**src/rtl/mbist_pkg.sv**
```systemverilog
package mbist_pkg;

    localparam int WORD_COUNT = 8;
    localparam int WORD_WIDTH = 8;

    typedef logic [2:0] word_addr_t;
    typedef logic [2:0] bit_index_t;

    typedef enum logic [2:0] {
        idle,
        w0_up,
        r0_up,
        w1_up,
        r1_down,
        w0_down,
        r0_down,
        finished
    } march_element_t;

    typedef enum logic [1:0] {
        fault_stuck,
        fault_transition,
        fault_coupling,
        fault_none
    } fault_mode_t;

    // Stuck-at cells
    localparam word_addr_t STUCK0_WORD = 3'd1;
    localparam bit_index_t STUCK0_BIT  = 3'd2;
    localparam word_addr_t STUCK1_WORD = 3'd4;
    localparam bit_index_t STUCK1_BIT  = 3'd5;

    // Transition cells: one cannot rise, one cannot fall
    localparam word_addr_t RISE_BLOCK_WORD = 3'd5;
    localparam bit_index_t RISE_BLOCK_BIT  = 3'd3;
    localparam word_addr_t FALL_BLOCK_WORD = 3'd6;
    localparam bit_index_t FALL_BLOCK_BIT  = 3'd5;

    // Inverse coupling, all inside one word
    localparam word_addr_t COUPLE_WORD   = 3'd2;
    localparam bit_index_t AGGRESSOR_BIT = 3'd3;
    localparam bit_index_t VICTIM_BIT    = 3'd2;
    localparam bit_index_t ENABLE_BIT    = 3'd4;

    function automatic logic element_descends(march_element_t e);
        return (e == r1_down) || (e == w0_down) || (e == r0_down);
    endfunction

    function automatic logic element_writes(march_element_t e);
        return (e == w0_up) || (e == w1_up) || (e == w0_down);
    endfunction

    // Write data, or expected read data
    function automatic logic element_value(march_element_t e);
        return (e == w1_up) || (e == r1_down);
    endfunction

    function automatic march_element_t next_element(march_element_t e);
        march_element_t n;
        case (e)
            idle:    n = w0_up;
            w0_up:   n = r0_up;
            r0_up:   n = w1_up;
            w1_up:   n = r1_down;
            r1_down: n = w0_down;
            w0_down: n = r0_down;
            default: n = finished;
        endcase
        return n;
    endfunction

endpackage

```
**src/rtl/cell_address_counter.sv**
```systemverilog
`timescale 1ns/1ns

module cell_address_counter (
    input  logic                      clk,
    input  logic                      reset,
    input  logic                      start,
    input  mbist_pkg::march_element_t element,
    output mbist_pkg::word_addr_t     word,
    output mbist_pkg::bit_index_t     bit_index,
    output logic                      access_valid,
    output logic                      last_cell
);
    import mbist_pkg::*;

    localparam word_addr_t TOP_WORD = word_addr_t'(WORD_COUNT - 1);
    localparam bit_index_t TOP_BIT  = bit_index_t'(WORD_WIDTH - 1);

    logic       loaded;
    logic       active;
    logic       down;
    word_addr_t end_word;
    bit_index_t end_bit;

    always_comb begin
        active   = (element != idle) && (element != finished);
        down     = element_descends(element);
        end_word = down ? '0 : TOP_WORD;
        end_bit  = down ? '0 : TOP_BIT;
    end

    assign access_valid = loaded;
    assign last_cell    = loaded && (word == end_word) && (bit_index == end_bit);

    always_ff @(posedge clk) begin
        if (reset || !start || !active || last_cell) begin
            loaded <= 1'b0;
        end else if (!loaded) begin
            loaded <= 1'b1;
        end
    end

    // Bits move fastest, then words
    always_ff @(posedge clk) begin
        if (active && !loaded) begin
            word      <= down ? TOP_WORD : '0;
            bit_index <= down ? TOP_BIT : '0;
        end else if (loaded && !last_cell) begin
            if (down) begin
                if (bit_index == '0) begin
                    word      <= word - 1'b1;
                    bit_index <= TOP_BIT;
                end else begin
                    bit_index <= bit_index - 1'b1;
                end
            end else begin
                if (bit_index == TOP_BIT) begin
                    word      <= word + 1'b1;
                    bit_index <= '0;
                end else begin
                    bit_index <= bit_index + 1'b1;
                end
            end
        end
    end

endmodule

```
**src/rtl/faulty_bit_memory.sv**
```systemverilog
`timescale 1ns/1ns

module faulty_bit_memory (
    input  logic                   clk,
    input  logic                   reset,
    input  mbist_pkg::fault_mode_t fault_mode,
    input  logic                   wr_en,
    input  logic                   rd_en,
    input  mbist_pkg::word_addr_t  word,
    input  mbist_pkg::bit_index_t  bit_index,
    input  logic                   wr_data,
    output logic                   rd_data
);
    import mbist_pkg::*;

    logic [WORD_WIDTH-1:0] mem [WORD_COUNT];

    logic old_bit;
    logic stored_bit;
    logic couple_hit;

    assign old_bit = mem[word][bit_index];

    // Value that actually lands in the addressed cell
    always_comb begin
        stored_bit = wr_data;
        case (fault_mode)
            fault_stuck: begin
                if (word == STUCK0_WORD && bit_index == STUCK0_BIT) begin
                    stored_bit = 1'b0;
                end else if (word == STUCK1_WORD && bit_index == STUCK1_BIT) begin
                    stored_bit = 1'b1;
                end
            end
            fault_transition: begin
                if (word == RISE_BLOCK_WORD && bit_index == RISE_BLOCK_BIT) begin
                    stored_bit = old_bit & wr_data;
                end else if (word == FALL_BLOCK_WORD && bit_index == FALL_BLOCK_BIT) begin
                    stored_bit = old_bit | wr_data;
                end
            end
            default: begin
                stored_bit = wr_data;
            end
        endcase
    end

    // Rising write on the aggressor flips the victim unless enable holds 1
    assign couple_hit = (fault_mode == fault_coupling) && wr_data
                        && (word == COUPLE_WORD) && (bit_index == AGGRESSOR_BIT)
                        && !mem[COUPLE_WORD][ENABLE_BIT];

    always_ff @(posedge clk) begin
        if (reset) begin
            for (int i = 0; i < WORD_COUNT; i++) begin
                mem[i] <= '0;
            end
        end else if (wr_en) begin
            mem[word][bit_index] <= stored_bit;
            if (couple_hit) begin
                mem[COUPLE_WORD][VICTIM_BIT] <= ~mem[COUPLE_WORD][VICTIM_BIT];
            end
        end
    end

    assign rd_data = rd_en ? old_bit : 1'b0;

endmodule

```
**src/rtl/march_sequencer.sv**
```systemverilog
`timescale 1ns/1ns

module march_sequencer (
    input  logic                      clk,
    input  logic                      reset,
    input  logic                      start,
    input  logic                      access_valid,
    input  logic                      last_cell,
    output mbist_pkg::march_element_t element,
    output logic                      wr_en,
    output logic                      rd_en,
    output logic                      wr_data,
    output logic                      expected,
    output logic                      done
);
    import mbist_pkg::*;

    logic writes;

    always_ff @(posedge clk) begin
        if (reset || !start) begin
            element <= idle;
        end else if (element == idle || last_cell) begin
            element <= next_element(element);
        end
    end

    // Registered, so it follows entry into finished by one cycle
    always_ff @(posedge clk) begin
        if (reset) begin
            done <= 1'b0;
        end else begin
            done <= start && (element == finished);
        end
    end

    // Command decode for the current cell
    always_comb begin
        writes   = element_writes(element);
        wr_en    = access_valid && writes;
        rd_en    = access_valid && !writes;
        wr_data  = element_value(element);
        expected = element_value(element);
    end

endmodule

```
**src/rtl/mbist_top.sv**
```systemverilog
`timescale 1ns/1ns

module mbist_top (
    input  logic                   clk,
    input  logic                   reset,
    input  logic                   start,
    input  mbist_pkg::fault_mode_t fault_mode,
    output logic                   done,
    output logic                   fail,
    output mbist_pkg::word_addr_t  fail_word,
    output mbist_pkg::bit_index_t  fail_bit,
    output logic                   fail_seen
);
    import mbist_pkg::*;

    march_element_t element;
    word_addr_t     word;
    bit_index_t     bit_index;
    logic           access_valid;
    logic           last_cell;
    logic           wr_en;
    logic           rd_en;
    logic           wr_data;
    logic           rd_data;
    logic           expected;

    march_sequencer march_sequencer_inst (
        .clk          (clk),
        .reset        (reset),
        .start        (start),
        .access_valid (access_valid),
        .last_cell    (last_cell),
        .element      (element),
        .wr_en        (wr_en),
        .rd_en        (rd_en),
        .wr_data      (wr_data),
        .expected     (expected),
        .done         (done)
    );

    cell_address_counter cell_address_counter_inst (
        .clk          (clk),
        .reset        (reset),
        .start        (start),
        .element      (element),
        .word         (word),
        .bit_index    (bit_index),
        .access_valid (access_valid),
        .last_cell    (last_cell)
    );

    faulty_bit_memory faulty_bit_memory_inst (
        .clk        (clk),
        .reset      (reset),
        .fault_mode (fault_mode),
        .wr_en      (wr_en),
        .rd_en      (rd_en),
        .word       (word),
        .bit_index  (bit_index),
        .wr_data    (wr_data),
        .rd_data    (rd_data)
    );

    response_checker response_checker_inst (
        .clk       (clk),
        .reset     (reset),
        .start     (start),
        .rd_en     (rd_en),
        .rd_data   (rd_data),
        .expected  (expected),
        .word      (word),
        .bit_index (bit_index),
        .fail      (fail),
        .fail_word (fail_word),
        .fail_bit  (fail_bit),
        .fail_seen (fail_seen)
    );

endmodule

```
**src/rtl/response_checker.sv**
```systemverilog
`timescale 1ns/1ns

module response_checker (
    input  logic                  clk,
    input  logic                  reset,
    input  logic                  start,
    input  logic                  rd_en,
    input  logic                  rd_data,
    input  logic                  expected,
    input  mbist_pkg::word_addr_t word,
    input  mbist_pkg::bit_index_t bit_index,
    output logic                  fail,
    output mbist_pkg::word_addr_t fail_word,
    output mbist_pkg::bit_index_t fail_bit,
    output logic                  fail_seen
);

    logic mismatch;

    assign mismatch = start && rd_en && (rd_data != expected);

    always_ff @(posedge clk) begin
        if (reset) begin
            fail      <= 1'b0;
            fail_seen <= 1'b0;
        end else begin
            fail <= mismatch;
            // Each run starts clean
            if (!start) begin
                fail_seen <= 1'b0;
            end else if (mismatch) begin
                fail_seen <= 1'b1;
            end
        end
    end

    // Location of the failing cell
    always_ff @(posedge clk) begin
        if (mismatch) begin
            fail_word <= word;
            fail_bit  <= bit_index;
        end
    end

endmodule

```
**config.mk**
```make
export PLATFORM = sky130hd
export DESIGN_NAME = mbist_top
export DESIGN_NICKNAME = d
export VERILOG_FILES = /design/src/rtl/mbist_pkg.sv /design/src/rtl/cell_address_counter.sv /design/src/rtl/faulty_bit_memory.sv /design/src/rtl/march_sequencer.sv /design/src/rtl/mbist_top.sv /design/src/rtl/response_checker.sv
export SDC_FILE = /design/constraint.sdc
export NUM_CORES = 1
export LEC_CHECK = 0
export BUFFER_PORTS_ARGS = -buffer_cell sky130_fd_sc_hd__buf_2
export CAP_MARGIN = 40
export CORE_MARGIN = 5
export CORE_UTILIZATION = 50
export CTS_CLUSTER_DIAMETER = 60
export CTS_CLUSTER_SIZE = 16
export DETAILED_ROUTE_END_ITERATION = 6
export GPL_TIMING_DRIVEN = 0
export HOLD_SLACK_MARGIN = 0.06
export PLACE_DENSITY = 0.66
export SYNTH_ARGS = -nofsm -noshare
export SYNTH_HDL_FRONTEND = slang
export SYNTH_HIERARCHICAL = 1
export SYNTH_SLANG_ARGS = --single-unit
export TNS_END_PERCENT = 30
```
**constraint.sdc**
```tcl
create_clock -name clk -period 3.9 [get_ports clk]
set_input_delay 0.195 -clock clk [delete_from_list [all_inputs] [get_ports clk]]
set_output_delay 0.195 -clock clk [all_outputs]
set_load 0.03 [all_outputs]
```
# Word level (Yosys, flattened, before mapping)
# Memories as Yosys holds them, arrays and structs flattened. A register that Yosys moved wholly into a read port is not among the register bits.
# Cells that the tools add are included.
[totals]
mem_count = 1
ff_bits = 19
output_inout_bits = 9
word_cells = 125
in_bits = 5
ramBits = 64
[op_classes]
add_sub_neg = 4
magnitude_cmp = 2
reduce_logical = 43
n_mux = 38
eq_ne = 23
bitwise = 5
[mem_list]
columns = ["memory", "words", "width", "rd", "rd_ports_with_merged_regs", "write_ports", "line", "text"]
rows = [
  ["faulty_bit_memory_inst.mem", 8, 8, 2, 1, 8, "faulty_bit_memory.sv:16", "logic [WORD_WIDTH-1:0] mem [WORD_COUNT];"],
]
[ops]
columns = ["op", "count"]
rows = [
  ["$mux W3", 14],
  ["$eq A3 B3 Y1 const B", 9],
  ["$mux W8", 3],
  ["$logic_and A1 B1 Y1", 19],
  ["$pmux W3 S6", 1],
  ["$mux W1", 17],
  ["$eq A3 B2 Y1 const B", 5],
  ["$logic_or A1 B1 Y1", 9],
  ["$reduce_or A8 Y1", 1],
  ["$add A3 B1 Y3 const B", 2],
  ["$eq A3 B1 Y1 const B", 2],
  ["$eq A3 B3 Y1", 2],
  ["$logic_not A1 Y1", 6],
  ["$logic_not A3 Y1", 2],
  ["$ne A3 B3 Y1 const B", 2],
  ["$reduce_bool A3 Y1", 2],
  ["$sub A3 B1 Y3 const B", 2],
  ["$lt A3 B4 Y1 const B", 1],
  ["$bmux W1 S3", 1],
  ["$demux W1 S3", 1],
  ["$ge A3 B1 Y1 const B", 1],
  ["$reduce_and A3 Y1", 1],
  ["$eq A2 B1 Y1 const B", 1],
  ["$eq A2 B2 Y1 const B", 1],
  ["other kinds (8)", 10],
]

# Logic depth before layout (Yosys ltp)
[depth]
ltp_word = 12
depth_mapped = 11
depth_no_buf = 8

# By module
# Netlist, hierarchy kept.
[by_module_without_submodules]
columns = ["mod", "n_inst", "seq_area_each_um2", "cells_per_inst", "area_per_inst_um2"]
rows = [
  ["faulty_bit_memory", 1, 1921.8, 343, 3742.3],
  ["cell_address_counter", 1, 200.2, 73, 644.4],
  ["response_checker", 1, 220.2, 14, 261.5],
  ["march_sequencer", 1, 80.1, 24, 212.7],
]

# Least setup slack after synthesis
# OpenSTA, ideal clock, no wires.
[synth_path]
kind = "flip-flop to flip-flop"
start = "register cell_address_counter_inst.word[0]"
end = "memory faulty_bit_memory_inst.mem[1][0], data pin"
arrival_ps = 2405
setup_ps = 269
path_stages_with_launch = 10
n_path_buf = 3
synth_period_minus_slack_ps = 2675
path_slack_ps = 1225
t_required_ps = 3631
path_cell_list = "edfxtp_1 > buf_4 > or3b_1 > buf_2 > o41ai_4 > a21o_1 > nand2_2 > o41ai_4 > buf_6 > nor3_1"
[synth_lines]
columns = ["element", "line", "text"]
rows = [
  ["from (decl)", "cell_address_counter.sv:8", "output mbist_pkg::word_addr_t word,"],
  ["from (signal assigned)", "cell_address_counter.sv:45", "word <= down ? TOP_WORD : '0;"],
  ["from (signal assigned)", "cell_address_counter.sv:50", "word <= word - 1'b1;"],
  ["from (signal assigned)", "cell_address_counter.sv:57", "word <= word + 1'b1;"],
  ["to (decl)", "faulty_bit_memory.sv:16", ""],
]

==> metrics.cfg <==
[yosys]
yosys.area.top_type = edfxtp_1
syn_area_um2 = 4860
ys.flop_type = edfxtp_1
ys_warn_count = 6
synth_edf_count = 76
yosysMostFrequentCell = edfxtp_1
ys_top_cells_by_count = 76 x edfxtp_1, 63 x o21bai_1, 43 x nor2_1
async_flop_share_pct = 0
ys_ff_latch = 83
ys_seq_area_share_pct = 49.8
syn_inst = 454
netlist.area_leader.share_pct = 46.9
synth_nets = 465
synth.distinct_cells = 62
synth_top_cells_by_area = edfxtp_1 47%, o21bai_1 9.7%, nor3_1 4.2%, mux2i_1 3.7%, nor2_1 3.3%
avgSynthCellArea_um2 = 10.7

[cells_and_area]
final_cells = 615
fin_nets = 489
diodes = 0
drive_gt1_share_pct = 12.7
layout-area-overhead-vs-synth_pct = 8.85

[timing]
hold_violations = 0
fin_skew_ps = 9.38
grt_setup_unrepaired = no
slew_violations = 0
finalCriticalPeriod_ps = 3720
fmax_mhz = 269
fin_tns_setup_ps = 0
tightestPinTransition_ps = 848
slew_headroom_pct = 43.2
setup_viol = 0
timing.final.crit_share_pct = 95.4

[cts]
clk_latency_ps = 350
cts_root_buf = clkbuf_8
postCtsHoldBufs = 0
clk_pin_slew_ps = 70
post_cts_buffers = 0
tritoncts = built
htreeDepth = 3
cts_buffers = 9
cts.sinks = 83
cts_max_path_buffers = 2
post_cts_resized = 0

[setup_path]
path_class = flip-flop to flip-flop
crit_family = compound AO/OA/AOI/OAI gates
slowest_delay_ps = 710
worst-r2r-setup-slack_ps = 180
cp_cell_sequence = buf_4 -> buf_4 -> nor2b_1 -> nand2_1 -> o2111ai_1 -> o22ai_1 -> o41ai_4 -> buf_6 -> nor3_1
critPathMaxFanout = 10
worstPathRequired_ps = 3990
cp_slowest_cell = o41ai_4
crit_top_cell = buf_4
startpoint_type = flip-flop
r2r.worst_path.cells = 9
end_kind = flip-flop
reg2reg_to = faulty_bit_memory_inst/mem[0][7]
worstPathArrival_ps = 3810
worst-path-buf-inv = 3
reg2reg_from = cell_address_counter_inst/word[0]

[global_route]
overflow = 0
grt_pass1_wl_um = 20700
grt_usage_pct = 23.6
antenna_found_initial = 0
grt_max_degree = 13
grt_pass1_vias = 3725

[worst_hold_path]
hp-start = start
hold_depth = 3
holdPathEnd = response_checker_inst/fail_seen
min_path_type = input port to flip-flop

[placement]
dp.cells = 600
gp_congestion = 0.887
io_buffer_count = 13
place_hpwl_um = 9060

[drt]
via_per_inst = 6.24
drt_pass1_iterations = 5
drc = 0
postRouteAntennaNets = 0
num_vias = 3838
wl_per_cell_um = 21.6
drt-initial-drc-count = 455
wl_um = 13300

[power_and_ir_drop]
sequentialPowerShare_pct = 54.0
p_comb_share_pct = 11.5
power_density_nw_per_um2 = 356
p_int_uw = 1430
power.leakage_uw = 0.00176
swShare_pct = 23.9
vdd_drop_max_uv = 207
power.switching_uw = 450
pwr-share-clk_pct = 34.6

[floorplanning]
die_w_um = 109
rows = 36
fp.dieArea_um2 = 11800
core-area_um2 = 9640
ios = 14
start_util_pct = 50.4
die_h_um = 109

[outcome]
run_status = complete, no violations

[flow_run]
max_cap_viol_count = 0

-- worst max-delay path by stage --
stage	start	slack, ps	end	depth (start not counted)
2_1_floorplan	cell_address_counter_inst/word[0]	1230	faulty_bit_memory_inst/mem[1][0]	9
3_3_place_gp	cell_address_counter_inst/word[0]	360	faulty_bit_memory_inst/mem[6][3]	9
3_5_place_dp	cell_address_counter_inst/word[0]	370	faulty_bit_memory_inst/mem[7][5]	9
4_1_cts	cell_address_counter_inst/word[0]	330	faulty_bit_memory_inst/mem[6][3]	9
5_1_grt	cell_address_counter_inst/word[0]	110	faulty_bit_memory_inst/mem[6][3]	9
6_report	cell_address_counter_inst/word[0]	180	faulty_bit_memory_inst/mem[0][7]	9
-- cells in the final DEF, fill, tap and decap left out, types with 6 or more instances in the layout --
cell type,synthesis,layout
clkbuf_8,0,9
nand2_1,24,24
clkbuf_1,27,30
nor2_1,43,43
buf_4,6,6
dfxtp_1,7,7
inv_1,10,10
nand3_1,13,13
buf_2,6,19
a22oi_1,6,6
edfxtp_1,76,76
a21oi_1,14,14
nor3_1,41,41
o21bai_1,63,63
mux2i_1,18,18
-- per-layer routing --
layer  share of wire, %  track usage, %  up-vias
met5                  0               0        -
met4                3.1            8.75        0
li1                   -               -     1738
met3                9.3            4.78       49
met1                 40            30.7     1837
met2                 48            39.1      214
-- worst register-to-register path: stages (launching register included) --
cell and delay, ps:
edfxtp_1 520, buf_4 250, buf_4 190, nor2b_1 530, nand2_1 440, o2111ai_1 330, o22ai_1 180, o41ai_4 710
buf_6 260, nor3_1 60
-- metrics by stage --
stage                     utilization, %  instance area (um^2)  total power (uW)  setup slack, ps  hold slack [ps]
final                               54.9                  5290              1880              180              151
after global routing                54.9                  5290              1950              113              169
after CTS                           54.9                  5290              1880              333              141
after detailed placement            52.8                  5090              1250              366              495
after global placement              52.8                  5090              1240              358              481
after floorplan                        -                  4860              1180             1230              334
-- registers in the layout, indices dropped and copies added, names as in the netlist --
name and cells:
cell_address_counter_inst/access_valid 1, cell_address_counter_inst/bit_index 3, march_sequencer_inst/element 3, response_checker_inst/fail_word 3
response_checker_inst/fail 1, cell_address_counter_inst/word 3, faulty_bit_memory_inst/mem 64, march_sequencer_inst/done 1
response_checker_inst/fail_seen 1, response_checker_inst/fail_bit 3
-- cell families (layout without fill, tap and decap cells) --
family / after synthesis / after routing / share of synthesized area [%]
XOR/XNOR: 2 / 2 / 0.360
AND/OR/NAND/NOR: 158 / 158 / 16.4
adder cells (fa/ha/maj): 6 / 6 / 1.70
multiplexers: 26 / 26 / 6.80
buffers and inverters: 54 / 82 / 5.41
flip-flops: 83 / 83 / 49.8
AO/OA/AOI/OAI: 125 / 125 / 19.5
-- power by group through the flow --
stage / clock [uW] / sequential (uW) / combinational [uW]
floorplan: 0 / 1030 / 150
global placement: 0 / 1030 / 206
detailed placement: 0 / 1040 / 210
CTS: 657 / 1020 / 211
global route: 701 / 1020 / 228
finish: 650 / 1020 / 216
-- final cells by class --
class | instances | area [um^2]
Sequential cell | 83 | 2420
Timing Repair Buffer | 13 | 65.1
Multi-Input combinational cell | 317 | 2180
Inverter | 10 | 37.5
Clock buffer | 12 | 135
Fill cell | 892 | 4350
Buffer | 44 | 225
Clock inverter | 3 | 63.8
Tap cell | 133 | 166
Note: power is estimated with default switching activity, not from simulation.
